[src/rtl/md_pkg.sv]
`default_nettype none

package md_pkg;

    localparam int lane_count     = 4;
    localparam int lane_idx_width = $clog2(lane_count);

    localparam int addr_width  = 8;
    localparam int data_width  = 32;
    localparam int lane_stride = 32;
    localparam int off_width   = $clog2(lane_stride);   // offset bits within a lane window.

    // register offsets inside one lane window.
    localparam logic [off_width-1:0] reg_a      = 5'h00;
    localparam logic [off_width-1:0] reg_b      = 5'h04;
    localparam logic [off_width-1:0] reg_op     = 5'h08;   // write starts the lane.
    localparam logic [off_width-1:0] reg_hi     = 5'h0C;
    localparam logic [off_width-1:0] reg_lo     = 5'h10;
    localparam logic [off_width-1:0] reg_status = 5'h14;   // bit 0 is busy.

    localparam logic [3:0] op_mthi  = 4'd1;
    localparam logic [3:0] op_mtlo  = 4'd2;
    localparam logic [3:0] op_mult  = 4'd3;
    localparam logic [3:0] op_multu = 4'd4;
    localparam logic [3:0] op_div   = 4'd5;
    localparam logic [3:0] op_divu  = 4'd6;

    localparam int mult_latency = 5;
    localparam int div_latency  = 10;
    localparam int count_width  = $clog2(div_latency + 1);

    localparam logic [1:0] resp_okay   = 2'b00;
    localparam logic [1:0] resp_slverr = 2'b10;

    // halves of the result word, hi half is also the remainder.
    localparam int half_hi = 1;
    localparam int half_lo = 0;

    // one 64-bit result, seen as a product or as remainder/quotient.
    typedef union packed {
        logic [2*data_width-1:0]          product;
        logic [1:0][data_width-1:0]       divres;
    } md_result_u;

endpackage

`default_nettype wire

[src/rtl/md_axi_readback.sv]
`timescale 1ns/1ps
`default_nettype none

module md_axi_readback (
    input  wire                                                clk,
    input  wire                                                reset,
    input  wire                                                arvalid,
    output logic                                               arready,
    input  wire [md_pkg::addr_width-1:0]                       araddr,
    output logic                                               rvalid,
    input  wire                                                rready,
    output logic [md_pkg::data_width-1:0]                      rdata,
    output logic [1:0]                                         rresp,
    input  wire [md_pkg::lane_count-1:0]                       lane_busy,
    input  wire [md_pkg::lane_count-1:0][md_pkg::data_width-1:0] lane_hi,
    input  wire [md_pkg::lane_count-1:0][md_pkg::data_width-1:0] lane_lo
);

    localparam int lane_lsb = md_pkg::off_width;
    localparam int page_lsb = md_pkg::off_width + md_pkg::lane_idx_width;

    logic                              rd_accept;
    logic [md_pkg::lane_idx_width-1:0] rd_lane;
    logic [md_pkg::off_width-1:0]      rd_off;
    logic                              rd_mapped;
    logic [md_pkg::data_width-1:0]     rd_data;
    logic [1:0]                        rd_resp;

    assign rd_accept = arvalid && arready;

    assign rd_lane   = araddr[lane_lsb +: md_pkg::lane_idx_width];
    assign rd_off    = araddr[md_pkg::off_width-1:0];
    assign rd_mapped = (araddr >> page_lsb) == '0;

    always_comb begin
        rd_data = '0;
        rd_resp = md_pkg::resp_okay;
        case (rd_off)
            md_pkg::reg_hi:     rd_data = lane_hi[rd_lane];
            md_pkg::reg_lo:     rd_data = lane_lo[rd_lane];
            md_pkg::reg_status: rd_data = {{(md_pkg::data_width-1){1'b0}}, lane_busy[rd_lane]};
            default:            rd_resp = md_pkg::resp_slverr;   // operands are write only.
        endcase
        if (!rd_mapped) begin
            rd_data = '0;
            rd_resp = md_pkg::resp_slverr;
        end
    end

    always_ff @(posedge clk) begin
        if (reset) begin
            arready <= 1'b0;
            rvalid  <= 1'b0;
        end else if (rd_accept) begin
            arready <= 1'b0;
            rvalid  <= 1'b1;
        end else if (rvalid && rready) begin
            arready <= 1'b1;
            rvalid  <= 1'b0;
        end else if (!rvalid) begin
            arready <= 1'b1;   // first cycle out of reset.
        end
    end

    // held stable while rvalid waits for rready.
    always_ff @(posedge clk) begin
        if (rd_accept) begin
            rdata <= rd_data;
            rresp <= rd_resp;
        end
    end

endmodule

`default_nettype wire

[config.mk]
export PLATFORM = sky130hd
export DESIGN_NAME = md_axi_readback
export DESIGN_NICKNAME = d
export VERILOG_FILES = /design/src/rtl/md_pkg.sv /design/src/rtl/md_axi_readback.sv
export SDC_FILE = /design/constraint.sdc
export NUM_CORES = 1
export LEC_CHECK = 0
export ABC_CLOCK_PERIOD_IN_PS = 2200
export BUFFER_PORTS_ARGS = -buffer_cell sky130_fd_sc_hd__buf_2
export CAP_MARGIN = 10
export CORE_AREA = 2 2 121 123
export DETAILED_ROUTE_END_ITERATION = 8
export DIE_AREA = 0 0 123 125
export SLEW_MARGIN = 0
export SYNTH_ARGS = -nofsm -noshare
export SYNTH_HDL_FRONTEND = slang
export SYNTH_SLANG_ARGS = --single-unit
[constraint.sdc]
create_clock -name clk -period 2.2 [get_ports clk]
set_clock_uncertainty 0.15 [all_clocks]
set_input_delay 0.11 -clock clk [delete_from_list [all_inputs] [get_ports clk]]
set_output_delay 0.11 -clock clk [all_outputs]
set_load 0.01 [all_outputs]
Yosys cells after proc, flatten, opt, wreduce, memory -nomap -nowiden

Index checks and enable logic that the tools add are counted.

$lt $le $gt $ge: 1
Equality and inequality tests: 4
Muxes and demuxes: 12
Reductions and logical operators: 6

Operators with widths:

| kind                                                                  | number |
|---|---|
| 32-bit binary-select mux with 2-bit select                            | 2 |
| 32-bit case mux with 3 select lines                                   | 1 |
| 32-bit 2-to-1 mux                                                     | 2 |
| 5-bit == test (second input constant)                                 | 2 |
| 8-bit logical NOT                                                     | 1 |
| 5-bit by 4-bit == test with 1-bit output (second input constant)      | 1 |
| 1-bit 2-to-1 mux                                                      | 5 |
| 2-bit by 3-bit < comparator with 1-bit output (second input constant) | 1 |
| 3-bit OR reduction                                                    | 1 |
| 1-bit binary-select mux with 2-bit select                             | 1 |
| 1-bit logical AND                                                     | 2 |
| 2-bit 2-to-1 mux                                                      | 1 |
| 2-bit by 1-bit != test with 1-bit output (second input constant)      | 1 |
| 2-bit nonzero test                                                    | 1 |
| 2-bit OR reduction                                                    | 1 |

Register bits after elaboration: 36
Bits of input ports: 272
Output and inout bits: 36
Word-level logic and storage cells: 27

Logic depth before layout (Yosys ltp)

Word-level depth: 3
Depth in mapped cells: 7
Mapped depth without buffers: 4

Least setup slack after synthesis

Ideal clock, no wire load.

Path kind: flip-flop to flip-flop
Start: register arready
End: register rdata[0] (netlist name), enable pin
Setup time: 0.388 ns
Arrival: 1.132 ns
Required time: 1.662 ns
Slack: 0.530 ns
Stages on the path, launching flop included: 3
Path buffers: 0
Period minus slack after synthesis: 1.670 ns
Cell sequence: dfxtp_1 nand2_1 inv_1

Word-level cells in the longest chain between the ends: 1

RTL lines:

| what                   | RTL line              | RTL |
|---|---|---|
| start, declared        | md_axi_readback.sv:8  | `output logic arready,` |
| start signal, assigned | md_axi_readback.sv:52 | `arready <= 1'b0;` |
| start signal, assigned | md_axi_readback.sv:55 | `arready <= 1'b0;` |
| start signal, assigned | md_axi_readback.sv:58 | `arready <= 1'b1;` |
| 1-bit logical AND      | md_axi_readback.sv:29 | `assign rd_accept = arvalid && arready;` |
| named net rd_accept    | md_axi_readback.sv:22 | `logic rd_accept;` |
| end signal, assigned   | md_axi_readback.sv:68 | `rdata <= rd_data;` |
| end, declared          | md_axi_readback.sv:12 | `output logic [md_pkg::data_width-1:0] rdata,` |

The timed path passes the listed nets, and every way through them passes these cells.
A chain may end at the register's enable or synchronous reset.

Worst setup path after layout

Start: input port araddr[5] (netlist name)
End: register rdata[2] (netlist name) (data pin)

Word-level cells in the longest chain between the ends: 3
Elaborated cells between the ends (all ways): 5
Classes of those cells: mux: 5

RTL lines:

| what                                                                 | RTL line                                     | RTL |
|---|---|---|
| start, declared                                                      | md_axi_readback.sv:9                         | `input wire [md_pkg::addr_width-1:0] araddr,` |
| 32-bit binary-select mux with 2-bit select, on equally long branches | md_axi_readback.sv:40, md_axi_readback.sv:39 |  |
| 32-bit 2-to-1 mux, on equally long branches                          | md_axi_readback.sv:40, md_axi_readback.sv:39 |  |
| 32-bit case mux with 3 select lines (*)                              | md_axi_readback.sv:38                        | `case (rd_off)` |

Every way passes the cells marked *; elsewhere a longest branch is shown, timed or not. The select of a mux whose other input is x is not followed.

==> results summary <==
Summing the sequential cell areas from Yosys gives 32.6% of the chip area. The via count of the first global-routing pass is 3544. The power density over the cells is 405 nW/um2. The deepest clock path buffer count came out at 2. The repair_antennas step left the layout with diodes totalling 0.

For this block, the routed nets add up to 12600 um of wire. The row count is 44. Setup repair after global routing left no endpoint under its margin. VDD sags by at most 205 uV. The pre-antenna-repair detailed-routing pass consisted of 4 iterations. The kind of critical path is in -> reg. The total via count after detailed routing came out at 3326.

The fraction of layout cells with a size suffix above 1 is 75.8%. 308 I/O pins were placed. The max-slew violation count came to 0. Entering global routing, the biggest net connects 37 pins. In the final routed layout, each cell accounts on average for 18.1 um. The placed instance area is 4870 um2. The final antenna-violating net count is 0. Global routing consumed, over all layers together, 15.7% of the routing resources. The H-tree depth reported by CTS is 2. The number of distinct library cells after synthesis is 27.

The initial antenna violation count is 0. The remaining global-route overflow came out at 0. The floorplan step defined a die boundary enclosing 15400 um2. The via density per instance is 4.77. The placeable core region came out at 14200 um2.

For the worst setup path, the data arrival time is 1450 ps. At the end of the flow, the number of nets in the layout was 785. The mean cell area of the mapped netlist is 14.9 um2. The post-route setup TNS is 0 ps. The run finished with clean final reports. The clock-pin slew reported for the worst setup and hold paths after clock tree synthesis is 50 ps. Ranked by total cell area, the synthesized netlist is headed by mux4_2, edfxtp_1, a22oi_1. The net switching power came out at 0.496 mW. In this run the static leakage power is 2.25 nW.

The number of standard cells after synthesis is 212. Dividing the final minimum period by the clock period gives 72.0%. The clock latency at the later pin of the worst-skew pair is 280 ps. The reg-to-reg setup timing slack is 770 ps. The proportion of netlist area held by the largest area contributor came out at 44.8%.

The wire length of the first global-routing pass came out at 18700 um. The number of setup buffers added after CTS is 0. The most used flip-flop cell after synthesis is edfxtp_1.

The tightest hold path in the finished design has a slack of 81.1 ps. The number of remaining DRC errors is 0. The total of max-cap violations came out at 0.

STA classifies the critical path endpoint as a flop. The clock tree root driver cell is clkbuf_16. The worst hold path belongs to the class in -> reg. The number of enable-type register cells in the synthesized netlist came out at 33.

Counting every net in the synthesized netlist gives 484. The count of synthesis-stage warnings from yosys is 0. The floorplan die width is 123 um. The setup violation total in the final timing report came out at 0. The post-synthesis instance area came out at 3160 um2. The TritonCTS clock tree is yes.

The number of port buffers is 306. In this run, CTS created clock tree buffers numbering 5. The maximum fanout along the worst path is 34.

The share of async-settable or async-resettable flops after synthesis came out at 0%. The design area is 5040 um2. In this run switching power makes up 24.3% of total power.

The initial standard-cell utilization of the core came out at 22.3%. The design internal power came out at 1.54 mW. The clock power share came out at 32.6%. The data required time at the worst endpoint is 2070 ps.

The cell taking the most area after synthesis is mux4_2. The routability congestion estimate from global placement is 0.908. Subtracting the final worst setup slack from the clock period gives 1580 ps. The number of sinks on the clock net is 35. The achievable clock frequency is 0.631 GHz. The combinational group share of total power is 30.7%. The number of resized instances in the post-cts repair step is 0. For this block, the initial DRC count from the detailed router was 122. The height of the chip is 125 um.

The HPWL after detailed placement came out at 10400 um. The number of hold violations in the final report came to 0. The fraction of power consumed by sequential logic came out at 36.7%. In this run, synthesis produced a sequential element count of 35. The layout overhead on the synthesized area came out at 59.2%. The startpoint kind of the worst setup timing path is an input pin. The number of hold-repair buffers added at the cts stage is 3.
-- routing by layer --
| layer | vias up | track usage, % | wire length, um | part of all wire, % |
|---|---|---|---|---|
| met3 | 28 | 2.97 | 997 | 7.9 |
| met5 | - | 0 | 0 | 0 |
| met1 | 1619 | 19.4 | 4970 | 39 |
| met4 | 0 | 5.61 | 332 | 2.6 |
| met2 | 164 | 27.1 | 6290 | 50 |
| li1 | 1515 | - | - | - |
-- cells in the mapped netlist, types with 3 or more instances --
library cell  count
a22oi_1          29
buf_12            3
buf_2            10
clkbuf_1          8
edfxtp_1         33
mux2i_1           4
mux4_2           63
nand2_1           3
nor2_1           33
-- layout by cell type (no fill, tap or decap) --
cell type        n
a21oi_1          2
a22oi_1         29
a22oi_2          2
and4b_1          1
buf_12           3
buf_2          305
buf_4            9
clkbuf_16        5
clkinv_1         1
clkinv_2         1
conb_1           1
dfxtp_1          2
dlygate4sd3_1    3
edfxtp_1        33
inv_1            1
mux2i_1          4
mux4_2          63
nand2_1          3
nand2b_1         2
nand3b_1         2
nor2_1          33
nor3_1           2
nor3b_1          1
nor4_4           1
o21ai_0          1
o22ai_1          1
o311ai_0         1
or3b_1           1
-- cells by family (layout without fill, tap and decap cells) --
group                  Yosys count  count (layout)  share of synthesized area (%)
other                            1               1                          0.119
multiplexers                    67              67                           46.1
AND/OR/NAND/NOR                 46              46                           6.68
flip-flops                      35              35                           32.6
AO/OA/AOI/OAI                   36              36                           8.62
buffers and inverters           27             328                           5.89
-- cell type report --
type / instances / area [um2]
Clock buffer: 5 / 125
Clock inverter: 2 / 8.76
Fill cell: 1448 / 9170
Inverter: 1 / 3.75
Multi-Input combinational cell: 150 / 1960
Sequential cell: 35 / 1030
Tap cell: 184 / 230
Timing Repair Buffer: 320 / 1680
-- critical path: stages --
cell and delay (ps):
buf_4 200, buf_12 290, mux4_2 550, a22oi_1 210, nor2_1 60
-- registers in the layout (all words and copies together), names as in the netlist --
| name | count |
|---|---|
| arready | 1 |
| rvalid | 1 |
| rresp | 1 |
| rdata | 32 |
-- power by group through the flow --
stage / sequential, mW / clock, mW / combinational, mW
3_5_place_dp: 0.761 / 0 / 0.628
4_1_cts: 0.747 / 0.692 / 0.634
2_1_floorplan: 0.769 / 0 / 0.317
6_report: 0.747 / 0.665 / 0.626
5_1_grt: 0.748 / 0.710 / 0.677
3_3_place_gp: 0.761 / 0 / 0.612
-- worst paths after layout --
kind,from,endpoint,cells after the start
worst min-delay path,rready,arready$_SDFFE_PP0P_,4
worst min register to register,arready$_SDFFE_PP0P_,arready$_SDFFE_PP0P_,2
worst max register to register,arready$_SDFFE_PP0P_,rdata[24]$_SDFFCE_PP0P_,3
worst max-delay path,araddr[5],rdata[2]$_SDFFCE_PP0P_,5
-- metrics by stage --
| stage | utilization [%] | power (mW) | std cells | setup slack, ps |
|---|---|---|---|---|
| after floorplan | - | 1.09 | 212 | 530 |
| after global placement | 34.3 | 1.37 | 687 | 350 |
| after detailed placement | 34.3 | 1.39 | 687 | 296 |
| after CTS | 35.5 | 2.07 | 697 | 594 |
| after global routing | 35.5 | 2.14 | 697 | 501 |
| final | 35.5 | 2.04 | 697 | 616 |
(Power assumes the default switching activity.)
