<file path="src/rtl/md_pkg.sv">
`default_nettype none

package md_pkg;

    localparam int lane_count     = 4;
    localparam int lane_idx_width = $clog2(lane_count);

    localparam int addr_width  = 8;
    localparam int data_width  = 32;
    localparam int lane_stride = 32;
    localparam int off_width   = $clog2(lane_stride);   // offset bits within a lane window.

    // register offsets inside one lane window.
    localparam logic [off_width-1:0] reg_a      = 5'h00;
    localparam logic [off_width-1:0] reg_b      = 5'h04;
    localparam logic [off_width-1:0] reg_op     = 5'h08;   // write starts the lane.
    localparam logic [off_width-1:0] reg_hi     = 5'h0C;
    localparam logic [off_width-1:0] reg_lo     = 5'h10;
    localparam logic [off_width-1:0] reg_status = 5'h14;   // bit 0 is busy.

    localparam logic [3:0] op_mthi  = 4'd1;
    localparam logic [3:0] op_mtlo  = 4'd2;
    localparam logic [3:0] op_mult  = 4'd3;
    localparam logic [3:0] op_multu = 4'd4;
    localparam logic [3:0] op_div   = 4'd5;
    localparam logic [3:0] op_divu  = 4'd6;

    localparam int mult_latency = 5;
    localparam int div_latency  = 10;
    localparam int count_width  = $clog2(div_latency + 1);

    localparam logic [1:0] resp_okay   = 2'b00;
    localparam logic [1:0] resp_slverr = 2'b10;

    // halves of the result word, hi half is also the remainder.
    localparam int half_hi = 1;
    localparam int half_lo = 0;

    // one 64-bit result, seen as a product or as remainder/quotient.
    typedef union packed {
        logic [2*data_width-1:0]          product;
        logic [1:0][data_width-1:0]       divres;
    } md_result_u;

endpackage

`default_nettype wire

</file>
<file path="src/rtl/md_axi_dispatch.sv">
`timescale 1ns/1ps
`default_nettype none

module md_axi_dispatch (
    input  wire                                                clk,
    input  wire                                                reset,
    input  wire                                                awvalid,
    output logic                                               awready,
    input  wire [md_pkg::addr_width-1:0]                       awaddr,
    input  wire                                                wvalid,
    output logic                                               wready,
    input  wire [md_pkg::data_width-1:0]                       wdata,
    input  wire [md_pkg::data_width/8-1:0]                     wstrb,
    output logic                                               bvalid,
    input  wire                                                bready,
    output logic [1:0]                                         bresp,
    input  wire [md_pkg::lane_count-1:0]                       lane_busy,
    output logic [md_pkg::lane_count-1:0]                      lane_start,
    output logic [3:0]                                         issue_op,
    output logic [md_pkg::lane_count-1:0][md_pkg::data_width-1:0] lane_a,
    output logic [md_pkg::lane_count-1:0][md_pkg::data_width-1:0] lane_b
);

    localparam int lane_lsb = md_pkg::off_width;
    localparam int page_lsb = md_pkg::off_width + md_pkg::lane_idx_width;

    logic                              accept;
    logic [md_pkg::lane_idx_width-1:0] wr_lane;
    logic [md_pkg::off_width-1:0]      wr_off;
    logic                              wr_mapped;
    logic                              op_legal;
    logic                              op_ok;
    logic                              wr_err;
    logic                              do_start;

    // address and data are taken together on one edge.
    assign accept  = awvalid && wvalid && !bvalid;
    assign awready = accept;
    assign wready  = accept;

    assign wr_lane   = awaddr[lane_lsb +: md_pkg::lane_idx_width];
    assign wr_off    = awaddr[md_pkg::off_width-1:0];
    assign wr_mapped = (awaddr >> page_lsb) == '0;

    assign op_legal = (wdata[7:4] == 4'd0) &&
                      (wdata[3:0] inside {md_pkg::op_mthi, md_pkg::op_mtlo,
                                          md_pkg::op_mult, md_pkg::op_multu,
                                          md_pkg::op_div,  md_pkg::op_divu});
    assign op_ok    = op_legal && wstrb[0] && !lane_busy[wr_lane];

    always_comb begin
        case (wr_off)
            md_pkg::reg_a, md_pkg::reg_b: wr_err = 1'b0;
            md_pkg::reg_op:               wr_err = !op_ok;
            default:                      wr_err = 1'b1;   // hi, lo, status, holes.
        endcase
        if (!wr_mapped) begin
            wr_err = 1'b1;
        end
    end

    assign do_start = accept && wr_mapped && (wr_off == md_pkg::reg_op) && op_ok;

    always_ff @(posedge clk) begin
        if (reset) begin
            bvalid     <= 1'b0;
            bresp      <= md_pkg::resp_okay;
            lane_start <= '0;
        end else begin
            lane_start <= '0;
            if (accept) begin
                bvalid <= 1'b1;
                bresp  <= wr_err ? md_pkg::resp_slverr : md_pkg::resp_okay;
                if (do_start) begin
                    lane_start[wr_lane] <= 1'b1;   // one-cycle pulse.
                end
            end else if (bready) begin
                bvalid <= 1'b0;
            end
        end
    end

    // operand storage with per-byte strobes.
    always_ff @(posedge clk) begin
        if (accept && wr_mapped) begin
            for (int i = 0; i < md_pkg::data_width / 8; i++) begin
                if (wstrb[i]) begin
                    if (wr_off == md_pkg::reg_a) begin
                        lane_a[wr_lane][8*i +: 8] <= wdata[8*i +: 8];
                    end
                    if (wr_off == md_pkg::reg_b) begin
                        lane_b[wr_lane][8*i +: 8] <= wdata[8*i +: 8];
                    end
                end
            end
        end
    end

    always_ff @(posedge clk) begin
        if (do_start) begin
            issue_op <= wdata[3:0];   // shared by all lanes.
        end
    end

endmodule

`default_nettype wire

</file>
<file path="config.mk">
export PLATFORM = sky130hd
export DESIGN_NAME = md_axi_dispatch
export DESIGN_NICKNAME = d
export VERILOG_FILES = /design/src/rtl/md_pkg.sv /design/src/rtl/md_axi_dispatch.sv
export SDC_FILE = /design/constraint.sdc
export NUM_CORES = 1
export LEC_CHECK = 0
export ABC_AREA = 1
export BUFFER_PORTS_ARGS = -buffer_cell sky130_fd_sc_hd__buf_2
export CORE_AREA = 2 2 153 155
export CTS_BUF_LIST = sky130_fd_sc_hd__clkbuf_8
export DETAILED_ROUTE_END_ITERATION = 16
export DIE_AREA = 0 0 155 157
export GPL_TIMING_DRIVEN = 0
export PLACE_DENSITY = 0.76
export SETUP_SLACK_MARGIN = 0.1
export SYNTH_ARGS = -nofsm -noshare
export SYNTH_HDL_FRONTEND = slang
export SYNTH_SLANG_ARGS = --single-unit
</file>
<file path="constraint.sdc">
create_clock -name clk -period 1.9 [get_ports clk]
set_clock_uncertainty 0.15 [all_clocks]
set_input_delay 0.19 -clock clk [delete_from_list [all_inputs] [get_ports clk]]
set_output_delay 0.19 -clock clk [all_outputs]
set_load 0.005 [all_outputs]
</file>
==> After elaboration in Yosys (flattened, before gate mapping) <==
Index checks and enable logic that the tools add are counted.
{ "op_classes": {"muxes": 47, "n_lt_le_gt_ge": 2, "n_eq_ne": 8, "n_reduce_logical": 19, "bitwise": 2} }
{ "op_table": {"columns": ["op", "n"], "rows": [
  ["128-bit two-way mux", 22],
  ["128-bit bitwise mux", 8],
  ["32-bit demux with 2-bit select", 4],
  ["32-bit two-way mux", 1],
  ["24-bit two-way mux", 1],
  ["16-bit two-way mux", 1],
  ["4-bit by 3-bit == test with 1-bit output, second input constant", 3],
  ["1-bit logical AND", 9],
  ["4-bit by 2-bit == test with 1-bit output, second input constant", 2],
  ["8-bit logical NOT", 1],
  ["8-bit two-way mux", 1],
  ["6-bit nonzero test", 1],
  ["5-bit by 3-bit == test with 1-bit output, second input constant", 1],
  ["5-bit by 4-bit == test with 1-bit output, second input constant", 1],
  ["5-bit logical NOT", 1],
  ["1-bit two-way mux", 5],
  ["4-bit by 1-bit == test with 1-bit output, second input constant", 1],
  ["4-bit logical NOT", 1],
  ["1-bit logical NOT", 3],
  ["2-bit by 3-bit < comparator with 1-bit output, second input constant", 1],
  ["3-bit OR reduction", 1],
  ["1-bit binary-select mux with 2-bit select", 1],
  ["1-bit demux with 2-bit select", 1],
  ["2-bit by 1-bit greater-or-equal comparator with 1-bit output, second input constant", 1],
  ["5 further kinds", 6]
]} }
{ "word_totals": {"register_bits": 267, "out_inout_bits": 269, "elab_cells": 90, "input_bits": 53} }

==> Depth between registers and ports, before layout <==
Gate-level depths: netlist of the first run.
{ "depth": {"word_depth": 19, "mapped_depth": 8, "ltp_nobuf": 8} }

==> Worst setup path before layout of the first run <==
OpenSTA, ideal clock, no wires.
{ "synth_timing": {"path_kind": "flip-flop to flip-flop", "from": "register bvalid", "to": "register lane_a[0] (netlist bit) (enable)", "period_less_slack_ns": 1.770, "arrival_ns": 1.250, "setup_slack_ns": 0.130, "path_stages_with_launch": 6, "n_path_buf": 0, "setup_ns": 0.370, "required_ns": 1.380, "path_cell_list": "dfxtp_1 nor2_2 nand2_1 inv_2 nand2_2 nor2_1"} }
{ "synth_between": {"elab_chain_cells": 3} }
{ "synth_lines": {"columns": ["item", "line_no", "text"], "rows": [
  ["from (decl)", "md_axi_dispatch.sv:14", "output logic bvalid,"],
  ["from (signal assigned)", "md_axi_dispatch.sv:66", "bvalid <= 1'b0;"],
  ["from (signal assigned)", "md_axi_dispatch.sv:72", "bvalid <= 1'b1;"],
  ["from (signal assigned)", "md_axi_dispatch.sv:78", "bvalid <= 1'b0;"],
  ["1-bit logical NOT", "md_axi_dispatch.sv:37", "assign accept = awvalid && wvalid && !bvalid;"],
  ["1-bit logical AND", "md_axi_dispatch.sv:37", null],
  ["via awready", "md_axi_dispatch.sv:8", "output logic awready,"],
  ["1-bit logical AND", "md_axi_dispatch.sv:85", "if (accept && wr_mapped) begin"],
  ["to (signal, indexed assignment)", "md_axi_dispatch.sv:89", "lane_a[wr_lane][8*i +: 8] <= wdata[8*i +: 8];"],
  ["to (decl)", "md_axi_dispatch.sv:20", "output logic [md_pkg::lane_count-1:0][md_pkg::data_width-1:0] lane_a,"]
]} }
The timed path passes the listed nets, and every way through them passes these cells.
A chain may end at the register's enable or synchronous reset.

==> Worst setup path in the final report of the first run <==
{ "layout_timing": {"from": "input wdata[6] (netlist bit)", "to": "register issue_op[2] (enable)"} }
{ "layout_between": {"elab_chain_cells": 5} }
{ "layout_lines": {"columns": ["item", "line_no", "text"], "rows": [
  ["from (decl)", "md_axi_dispatch.sv:12", "input wire [md_pkg::data_width-1:0] wdata,"],
  ["4-bit logical NOT", "md_axi_dispatch.sv:45", "assign op_legal = (wdata[7:4] == 4'd0) &&"],
  ["1-bit logical AND", "md_axi_dispatch.sv:45", null],
  ["1-bit logical AND (2 in series)", "md_axi_dispatch.sv:49", "assign op_ok = op_legal && wstrb[0] && !lane_busy[wr_lane];"],
  ["1-bit logical AND", "md_axi_dispatch.sv:62", "assign do_start = accept && wr_mapped && (wr_off == md_pkg::reg_op) && op_ok;"],
  ["via do_start", "md_axi_dispatch.sv:34", "logic do_start;"],
  ["to (signal assigned)", "md_axi_dispatch.sv:101", "issue_op <= wdata[3:0];"],
  ["to (decl)", "md_axi_dispatch.sv:19", "output logic [3:0] issue_op,"]
]} }
The timed path passes the listed nets, and every way through them passes these cells.

==> results.ini, run 1 <==
[status]
outcome = complete, no violations

[layout]
final_nets = 989
fin_util = 0.579
multiInputGateArea_um2 = 1120
fin_area_um2 = 13000
area_growth_pct = 46.0
fill_cells = 1714
drive_gt1_frac = 0.507
seqCellArea_um2 = 7930
antenna_cells = 0

[flow_run]
maxCapViolations = 0

[grt]
grt-busiest-layer = met2
antenna_found_initial = 0
grt_max_degree = 12
grtUsageTotal = 0.197
use_met1 = 0.240
groute.layer.met2.usage = 0.342
overflow = 0
met3_usage = 0.0501
grt_pass1_vias = 6147
grt_pass1_wl_mm = 35.7

[setup_path]
cp-start-kind = input pin
reg2reg_depth = 5
crit_type = in -> reg
end_kind = register
required_ns = 1.96
crit_fanout = 9
arrival_ns = 1.85

[sta]
min_period_ns = 1.79
setup_viol = 0
drv_slew = 0
post-route-period-util = 0.942
rsz0062_at_grt = yes
hold_viol_final = 0
fin_ws_ns = 0.111
fmax_mhz = 559

[power]
p_total_mw = 11.4
vdd_drop_max_uv = 495
p_per_area_nw_per_um2 = 872
p_leak_nw = 4.81

[hold_path]
hp-class = in -> reg
hold_depth = 6

[clock_tree]
cts_tree = built
cts_inserted_buffers = 42
clockBufferDepth = 3
cts.htree.levels = 2
cts_root_buf = clkbuf_8
clkSlewWorstSetupHoldPaths_ns = 0.06
clk_latency_ns = 0.52
clkSinkCount = 266

[floorplanning]
initial_core_util = 0.397
coreArea_um2 = 22500
die_x_um = 155
fp-row-count = 55
io_pins = 322
die_height_um = 157
dieArea_um2 = 24300

[detailed_routing]
route.detailed.drc = 0
ant_nets = 0
wl_per_cell_um = 19.8
routed_wirelength_mm = 24.7
via_per_inst = 4.72
vias = 5867
drt_iter0_drc = 333
dr.pass1.iters = 4

[synth]
synth_edf_count = 260
synth-main-ff-cell = edfxtp_1
ys_types = 23
syn-num-nets = 534
synth_area_per_cell_um2 = 18.6
synth-seq-cells = 266
syn_inst = 481
ys_warn_count = 0
syn_area_um2 = 8930
async_flop_share = 0
yosysSeqAreaShare = 0.888

[placed_design]
dp_worst_setup_slack_ns = -0.498
place_area_um2 = 10900
dp.final_hpwl_mm = 16.1
gp_congestion = 0.778
numPortBuffers = 320

## routing by layer
layer  share of wire  wire length (um)
met1            0.39              9680
met2            0.50             12300
met3           0.082              2030
met4           0.027               659
met5               0                 0
## critical path, stage by stage
cell and delay, ns:
dlygate4sd3_1 0.55, buf_2 0.18, inv_1 0.07, nand2_1 0.06, nor2_1 0.18, nand2_1 0.09
nor2_1 0.21, nand3_1 0.13, inv_1 0.20
## state kept, by name (all words and copies together) (netlist names)
signal / flops
bvalid: 1
lane_start: 4
lane_b: 128
bresp: 1
lane_a: 128
issue_op: 4
## power breakdown
part           total [mW]  internal (mW)  switching [mW]
registers            6.42           6.42         0.00297
logic               0.364          0.140           0.224
clock network        4.58           2.54            2.04
total                11.4           9.10            2.27
## synth_stat cells, drive strengths merged (6+ instances only)
library cell | number | area [um^2]
edfxtp | 260 | 7810
nor2 | 98 | 400
nand2 | 51 | 221
inv | 28 | 108
nor3 | 18 | 120
buf | 9 | 87.6
dfxtp | 6 | 120
nand3 | 6 | 35.0
## logic make-up (layout without fill, tap and decap cells)
| family | count (synthesis) | after routing | synth area share |
|---|---|---|---|
| AO/OA/AOI/OAI | 2 | 2 | 0.00112 |
| flip-flops | 266 | 266 | 0.888 |
| buffers and inverters | 38 | 516 | 0.0223 |
| AND/OR/NAND/NOR | 174 | 174 | 0.0884 |
| other | 1 | 1 | 0.000420 |
## cell usage in the layout (no fill, tap or decap), types with 12 or more instances in the layout
cell type / n
buf_4: 28
nor3_1: 12
nor2_1: 58
inv_1: 42
nand2_1: 40
edfxtp_1: 260
nor2_4: 36
clkbuf_8: 48
dlygate4sd3_1: 46
buf_2: 320
buf_12: 18
## path summary, 6_finish.rpt
kind                                    from            end  slack (ns)
worst max register to register        bvalid    lane_b[101]        0.17
worst min register to register      bresp[1]       bresp[1]        0.47
worst max-delay path                wdata[6]    issue_op[2]        0.11
worst min-delay path            lane_busy[0]  lane_start[0]        0.02
## area by class of cell
type                            count  area share
Tap cell                          285      0.0274
Sequential cell                   266       0.608
Multi-Input combinational cell    177      0.0861
Clock inverter                     19     0.00950
Clock buffer                       48      0.0507
Timing Repair Buffer              411       0.202
Buffer                              9     0.00672
Inverter                           29     0.00941
## through the flow
step	instances	TNS (ns)	hold WS (ns)
detailed placement	1086	-99.00	0.215
finish	1244	0	0.0204
floorplan	481	0	0.112
global route	1244	0	0.0225
global placement	1086	-90.68	0.216
CTS	1242	0	0.00124
## repair_timing
action                                  in CTS  in global routing
endpoints found under the hold margin      265                  1
resized for setup                           73                 12
pin swaps                                   32                  2
hold buffers                                46                  1
endpoints found under the setup margin     256                257
setup buffers                               43                  1
(Power assumes the default switching activity.)
==> run 2, diff against run 1 <==
==> constraint.sdc (replaced) <==
create_clock -name clk -period 2.05 [get_ports clk]
set_clock_uncertainty 0.15 [all_clocks]
set_input_delay 0.205 -clock clk [delete_from_list [all_inputs] [get_ports clk]]
set_output_delay 0.205 -clock clk [all_outputs]
set_load 0.005 [all_outputs]
==> run 2 against run 1 <==
Net effect:
- worst hold slack gained 0.031 ns
- register-to-register slack lost 0.02 ns
- flip-flop and latch count is the same
- clock power shrank 7.2%
- largest power group unchanged
- highest routed layer unchanged
- die area is the same
- setup slack gained 0.031 ns
- total power shrank 7.4%
==> results.ini, run 2 (synthesized netlist as in run 1, its figures left out) <==
[layout]
top_regs = lane_a x128, lane_b x128
final_nets = 970  ; -1.9%
fin_area_um2 = 12700  ; -2.2%
layout_commonest_cell = buf_2
antenna_cells = 0  ; unchanged
drive_gt1_frac = 0.494  ; -0.0132
fin_util = 0.567  ; -0.0126
layout_common_cells = buf_2 (321), edfxtp_1 (260), nor2_1 (59)
area_growth_pct = 42.8

[detailed_routing]
drt_iter0_drc = 309  ; -7.2%
vias = 5772  ; -1.6%
wl_per_cell_um = 19.9  ; +0.48%
route.detailed.drc = 0  ; unchanged
ant_nets = 0  ; unchanged
via_per_inst = 4.71  ; about the same
routed_wirelength_mm = 24.4  ; -1.1%
dr.pass1.iters = 5  ; +1

[floorplanning]
coreArea_um2 = 22500  ; unchanged
io_pins = 322  ; unchanged
die_height_um = 157  ; unchanged
fp-row-count = 55  ; unchanged
initial_core_util = 0.397  ; unchanged
dieArea_um2 = 24300  ; unchanged
die_x_um = 155  ; unchanged

[setup_path]
reg2reg_depth = 5  ; unchanged
required_ns = 2.12  ; +0.16 ns
crit_end = issue_op[2]
crit_start = lane_busy[1]
r2r_end = lane_a[127]
crit_type = in -> reg
end_kind = register
timing.rr.start = bvalid
arrival_ns = 1.97  ; +0.12 ns
cp-start-kind = input pin
rrSetupSlack_ns = 0.15  ; -0.02 ns
crit_fanout = 4  ; -5

[power]
vdd_drop_max_uv = 454  ; -8.3%
p_leak_nw = 4.70  ; -2.2%
p_per_area_nw_per_um2 = 825  ; -5.3%

[sta]
drv_slew = 0  ; unchanged
whs_ns = 0.0510  ; +0.0306 ns
setup_viol = 0  ; unchanged
hold_viol_final = 0  ; unchanged
min_period_ns = 1.91
rsz0062_at_grt = yes
fmax_mhz = 524
post-route-period-util = 0.931

[clock_tree]
clkSlewWorstSetupHoldPaths_ns = 0.06  ; about the same
clkSinkCount = 266  ; unchanged
cts_tree = built
cts.htree.levels = 2  ; unchanged
clockBufferDepth = 3  ; unchanged
cts_root_buf = clkbuf_8
clk_latency_ns = 0.52  ; about the same
cts_inserted_buffers = 42  ; unchanged

[hold_path]
hp-class = in -> reg

[grt]
met3_usage = 0.0493  ; -0.000826
grt-busiest-layer = met2
grt_pass1_wl_mm = 35.4  ; -1.0%
use_met1 = 0.240  ; +0.000699
groute.layer.met2.usage = 0.335  ; -0.00677
grt_max_degree = 12  ; unchanged
grtUsageTotal = 0.196  ; -0.00153
grt_pass1_vias = 6015  ; -2.1%
overflow = 0  ; unchanged
antenna_found_initial = 0  ; unchanged

[status]
outcome = complete, no violations

[placed_design]
numPortBuffers = 320  ; unchanged
gp_congestion = 0.778  ; unchanged
dp.final_hpwl_mm = 16.1  ; unchanged
place_area_um2 = 10900  ; unchanged

[flow_run]
maxCapViolations = 0  ; unchanged

## run 2: changes by cell type in the layout (fill, tap and decap cells not counted), sizes merged
cell          change
dlygate4sd3       -3
clkbuf            -1
clkinvlp          -1
clkinv            +1
buf              -14
dlymetal6s4s      -1
## run 2: worst min-delay path by stage
stage / from / to / cells past startpoint
detailed placement: reset / bvalid / 2
global placement: reset / bvalid / 2
finish: wstrb[0] / lane_start[2] / 7
global route: wstrb[0] / lane_start[2] / 7
CTS: lane_busy[0] / lane_start[0] / 6
floorplan: reset / bvalid / 1
## run 2: metal layers
layer | up-vias | routed length [um]
met5 | - | 0
met4 | 0 | 628
met3 | 49 | 1940
met2 | 311 | 12200
met1 | 2801 | 9610
li1 | 2611 | -
## run 2: layout make-up
cell class                      count  area, um^2
Fill cell                        1742        9750
Buffer                              9        87.6
Clock buffer                       48         661
Inverter                           29         114
Multi-Input combinational cell    177        1070
Tap cell                          285         357
Timing Repair Buffer              392        2410
Sequential cell                   266        7930
Clock inverter                     19         124
## run 2: stage by stage
step                instances  total power [mW]  setup TNS (ns)  setup slack (ns)
global route             1225              10.9               0            0.0714
global placement         1086              6.29          -54.77            -0.337
finish                   1225              10.5               0             0.142
detailed placement       1086              6.30          -63.32            -0.363
floorplan                 481              6.14               0             0.280
CTS                      1218              10.6          -0.157           -0.0146
## run 2: where the power goes
| group | internal, mW | switching (mW) |
|---|---|---|
| clock network | 2.35 | 1.90 |
| logic | 0.120 | 0.197 |
| registers | 5.95 | 0.00240 |
## run 2: what timing repair did
action                                 CTS  global route
setup endpoints to repair              256           190
endpoints found under the hold margin  256             0
pin swaps                               13            12
hold buffers                            43             0
buffers inserted                        22             7
gates cloned                             0             0
resized for setup                       62             7
## run 2: critical path, cell delays in order
cell and delay [ns]:
dlygate4sd3_1 0.53, buf_2 0.12, nand3_1 0.08, nand2_1 0.06
dlygate4sd3_1 0.57, nor2_2 0.11, nand3_1 0.11, inv_1 0.19
==> run 3, diff against run 2 <==
==> constraint.sdc (replaced) <==
create_clock -name clk -period 1.8 [get_ports clk]
set_clock_uncertainty 0.15 [all_clocks]
set_input_delay 0.18 -clock clk [delete_from_list [all_inputs] [get_ports clk]]
set_output_delay 0.18 -clock clk [all_outputs]
set_load 0.005 [all_outputs]
==> run 3 against run 2 <==
Net effect:
- worst hold slack better by 0.0083 ns
- largest cell class unchanged
- utilization up 0.42 points
- setup slack worse by 0.0052 ns
- critical endpoint unchanged
- highest routed layer unchanged
- first-iteration DRC count down 1.3%
- sequential power up 14%
- design area up 0.74%
- sequential share of layout area down 0.44 points
- wire length up 1.6%
- largest power group unchanged
==> results.ini, run 3 (synthesized netlist as in run 1, its figures left out) <==
[status]
outcome = complete, no violations

[power]
p_total_mw = 11.7  ; +11%
p_per_area_nw_per_um2 = 911  ; +10%
p_leak_nw = 4.65  ; -1.1%
vdd_drop_max_uv = 563  ; +24%

[layout]
fin_area_um2 = 12800  ; +0.74%
top_regs = lane_a x128, lane_b x128
antenna_cells = 0  ; unchanged
drive_gt1_frac = 0.489  ; -0.00470
layout_commonest_cell = buf_2
final_cells = 1232  ; +0.57%
area_growth_pct = 43.8
final_nets = 971  ; +0.10%
layout_common_cells = buf_2 (321), edfxtp_1 (260), nor2_1 (59)
fill_cells = 1740  ; -0.11%

[floorplanning]
dieArea_um2 = 24300  ; unchanged
fp-row-count = 55  ; unchanged
io_pins = 322  ; unchanged
coreArea_um2 = 22500  ; unchanged
die_x_um = 155  ; unchanged
initial_core_util = 0.397  ; unchanged
die_height_um = 157  ; unchanged

[placed_design]
gp_congestion = 0.824  ; +6.0%
post-place-cells = 1086  ; unchanged
dp.final_hpwl_mm = 16.4  ; +2.2%
numPortBuffers = 320  ; unchanged
place_area_um2 = 10900  ; +0.18%
dp_worst_setup_slack_ns = -0.685  ; -0.322 ns

[grt]
grt_max_degree = 12  ; unchanged
grt_pass1_wl_mm = 35.4  ; about the same
antenna_found_initial = 0  ; unchanged
grtUsageTotal = 0.197  ; +0.00156
overflow = 0  ; unchanged
grt_pass1_vias = 6209  ; +3.2%

[clock_tree]
clkSlewWorstSetupHoldPaths_ns = 0.06  ; about the same
clk_latency_ns = 0.53  ; about the same
cts_tree = built
cts.htree.levels = 2  ; unchanged
cts_root_buf = clkbuf_8
clkSinkCount = 266  ; unchanged
clockBufferDepth = 3  ; unchanged
cts_inserted_buffers = 41  ; -2.4%

[sta]
hold_viol_final = 0  ; unchanged
fmax_mhz = 601
fin_ws_ns = 0.137  ; -0.00524 ns
rsz0062_at_grt = yes
post-route-period-util = 0.924
drv_slew = 0  ; unchanged
setup_viol = 0  ; unchanged
min_period_ns = 1.66
setup-tns-final_ns = 0  ; unchanged

[detailed_routing]
via_per_inst = 4.79  ; +1.6%
routed_wirelength_mm = 24.8  ; +1.6%
route.detailed.drc = 0  ; unchanged
ant_nets = 0  ; unchanged
drt_iter0_drc = 305  ; -1.3%
dr.pass1.iters = 5  ; unchanged
wl_per_cell_um = 20.1  ; +1.0%
vias = 5900  ; +2.2%

[setup_path]
arrival_ns = 1.74  ; -0.23 ns
crit_fanout = 9  ; +5
crit_type = in -> reg
required_ns = 1.88  ; -0.24 ns
slowest_stage = dlygate4sd3_1
crit_chain = dlygate4sd3_1 -> buf_2 -> inv_1 -> nand2_1 -> nor2_1 -> nand2_1 -> nor2_1 -> nand3_1 -> inv_2
slowest_delay_ns = 0.53  ; -0.04 ns
critPathTopFamily = buffers and inverters
cp-start-kind = input pin
critPathBufInv = 4  ; unchanged
end_kind = register

[hold_path]
hp-class = in -> reg

[flow_run]
maxCapViolations = 0  ; unchanged

==> run 3: changes by cell type in the layout (fill, tap and decap cells not counted), moves of 2 or more <==
cell and change:
clkinv_1 +11, nand2_4 -2, nand2_8 +3, clkbuf_8 -5
clkinv_2 +4, dlygate4sd3_1 +6, buf_12 +5, inv_1 -7
inv_2 +2, buf_4 -9
==> run 3: final cells by class <==
| class | count | area (um^2) | area share |
|---|---|---|---|
| sequential | 266 | 7930 | 0.617 |
| inverter | 29 | 124 | 0.00964 |
| clock inverter | 29 | 144 | 0.0112 |
| buffer | 9 | 87.6 | 0.00682 |
| clock buffer | 43 | 592 | 0.0461 |
| timing repair buffer | 394 | 2500 | 0.195 |
| tap | 285 | 357 | 0.0278 |
| multi-input combinational | 177 | 1110 | 0.0861 |
==> run 3: worst min-delay path: cells and delay by family <==
family / cells / cell delay (ns)
AND/OR/NAND/NOR: 6 / 0.38
buffers and inverters: 2 / 0.13
==> run 3: repair_timing <==
| action | in CTS | in global routing |
|---|---|---|
| pin swaps | 33 | 4 |
| setup endpoints to repair | 260 | 168 |
| endpoints found under the hold margin | 266 | 0 |
| hold buffers | 49 | 0 |
| resized for setup | 69 | 4 |
| buffers inserted | 22 | 3 |
==> run 3: per-stage QoR <==
stage          hold WS [ns]   util
3_5_place_dp          0.216  0.485
2_1_floorplan         0.102      -
4_1_cts            0.000598  0.569
6_report             0.0593  0.571
3_3_place_gp          0.208  0.485
5_1_grt              0.0630  0.571
==> run 3: final timing paths <==
check	cells after the start	from	slack, ns	endpoint
worst max register to register	6	bvalid	0.16	lane_b[35]
worst min register to register	4	bresp[1]	0.50	bresp[1]
worst min-delay path	8	awaddr[0]	0.06	lane_start[1]
worst max-delay path	9	wdata[6]	0.14	issue_op[2]
==> run 3: power by group <==
group | internal (mW) | total, mW | switching [mW]
combinational | 0.155 | 0.394 | 0.239
sequential | 6.77 | 6.78 | 0.00327
clock | 2.35 | 4.54 | 2.19
==> run 3: routing by layer <==
layer | GRT usage | vias to the layer above | wire length, um
li1 | - | 2611 | -
met2 | 0.363 | 309 | 13300
met3 | 0.0435 | 58 | 1610
met4 | 0.0855 | 0 | 767
met1 | 0.220 | 2922 | 9100
met5 | 0 | - | 0
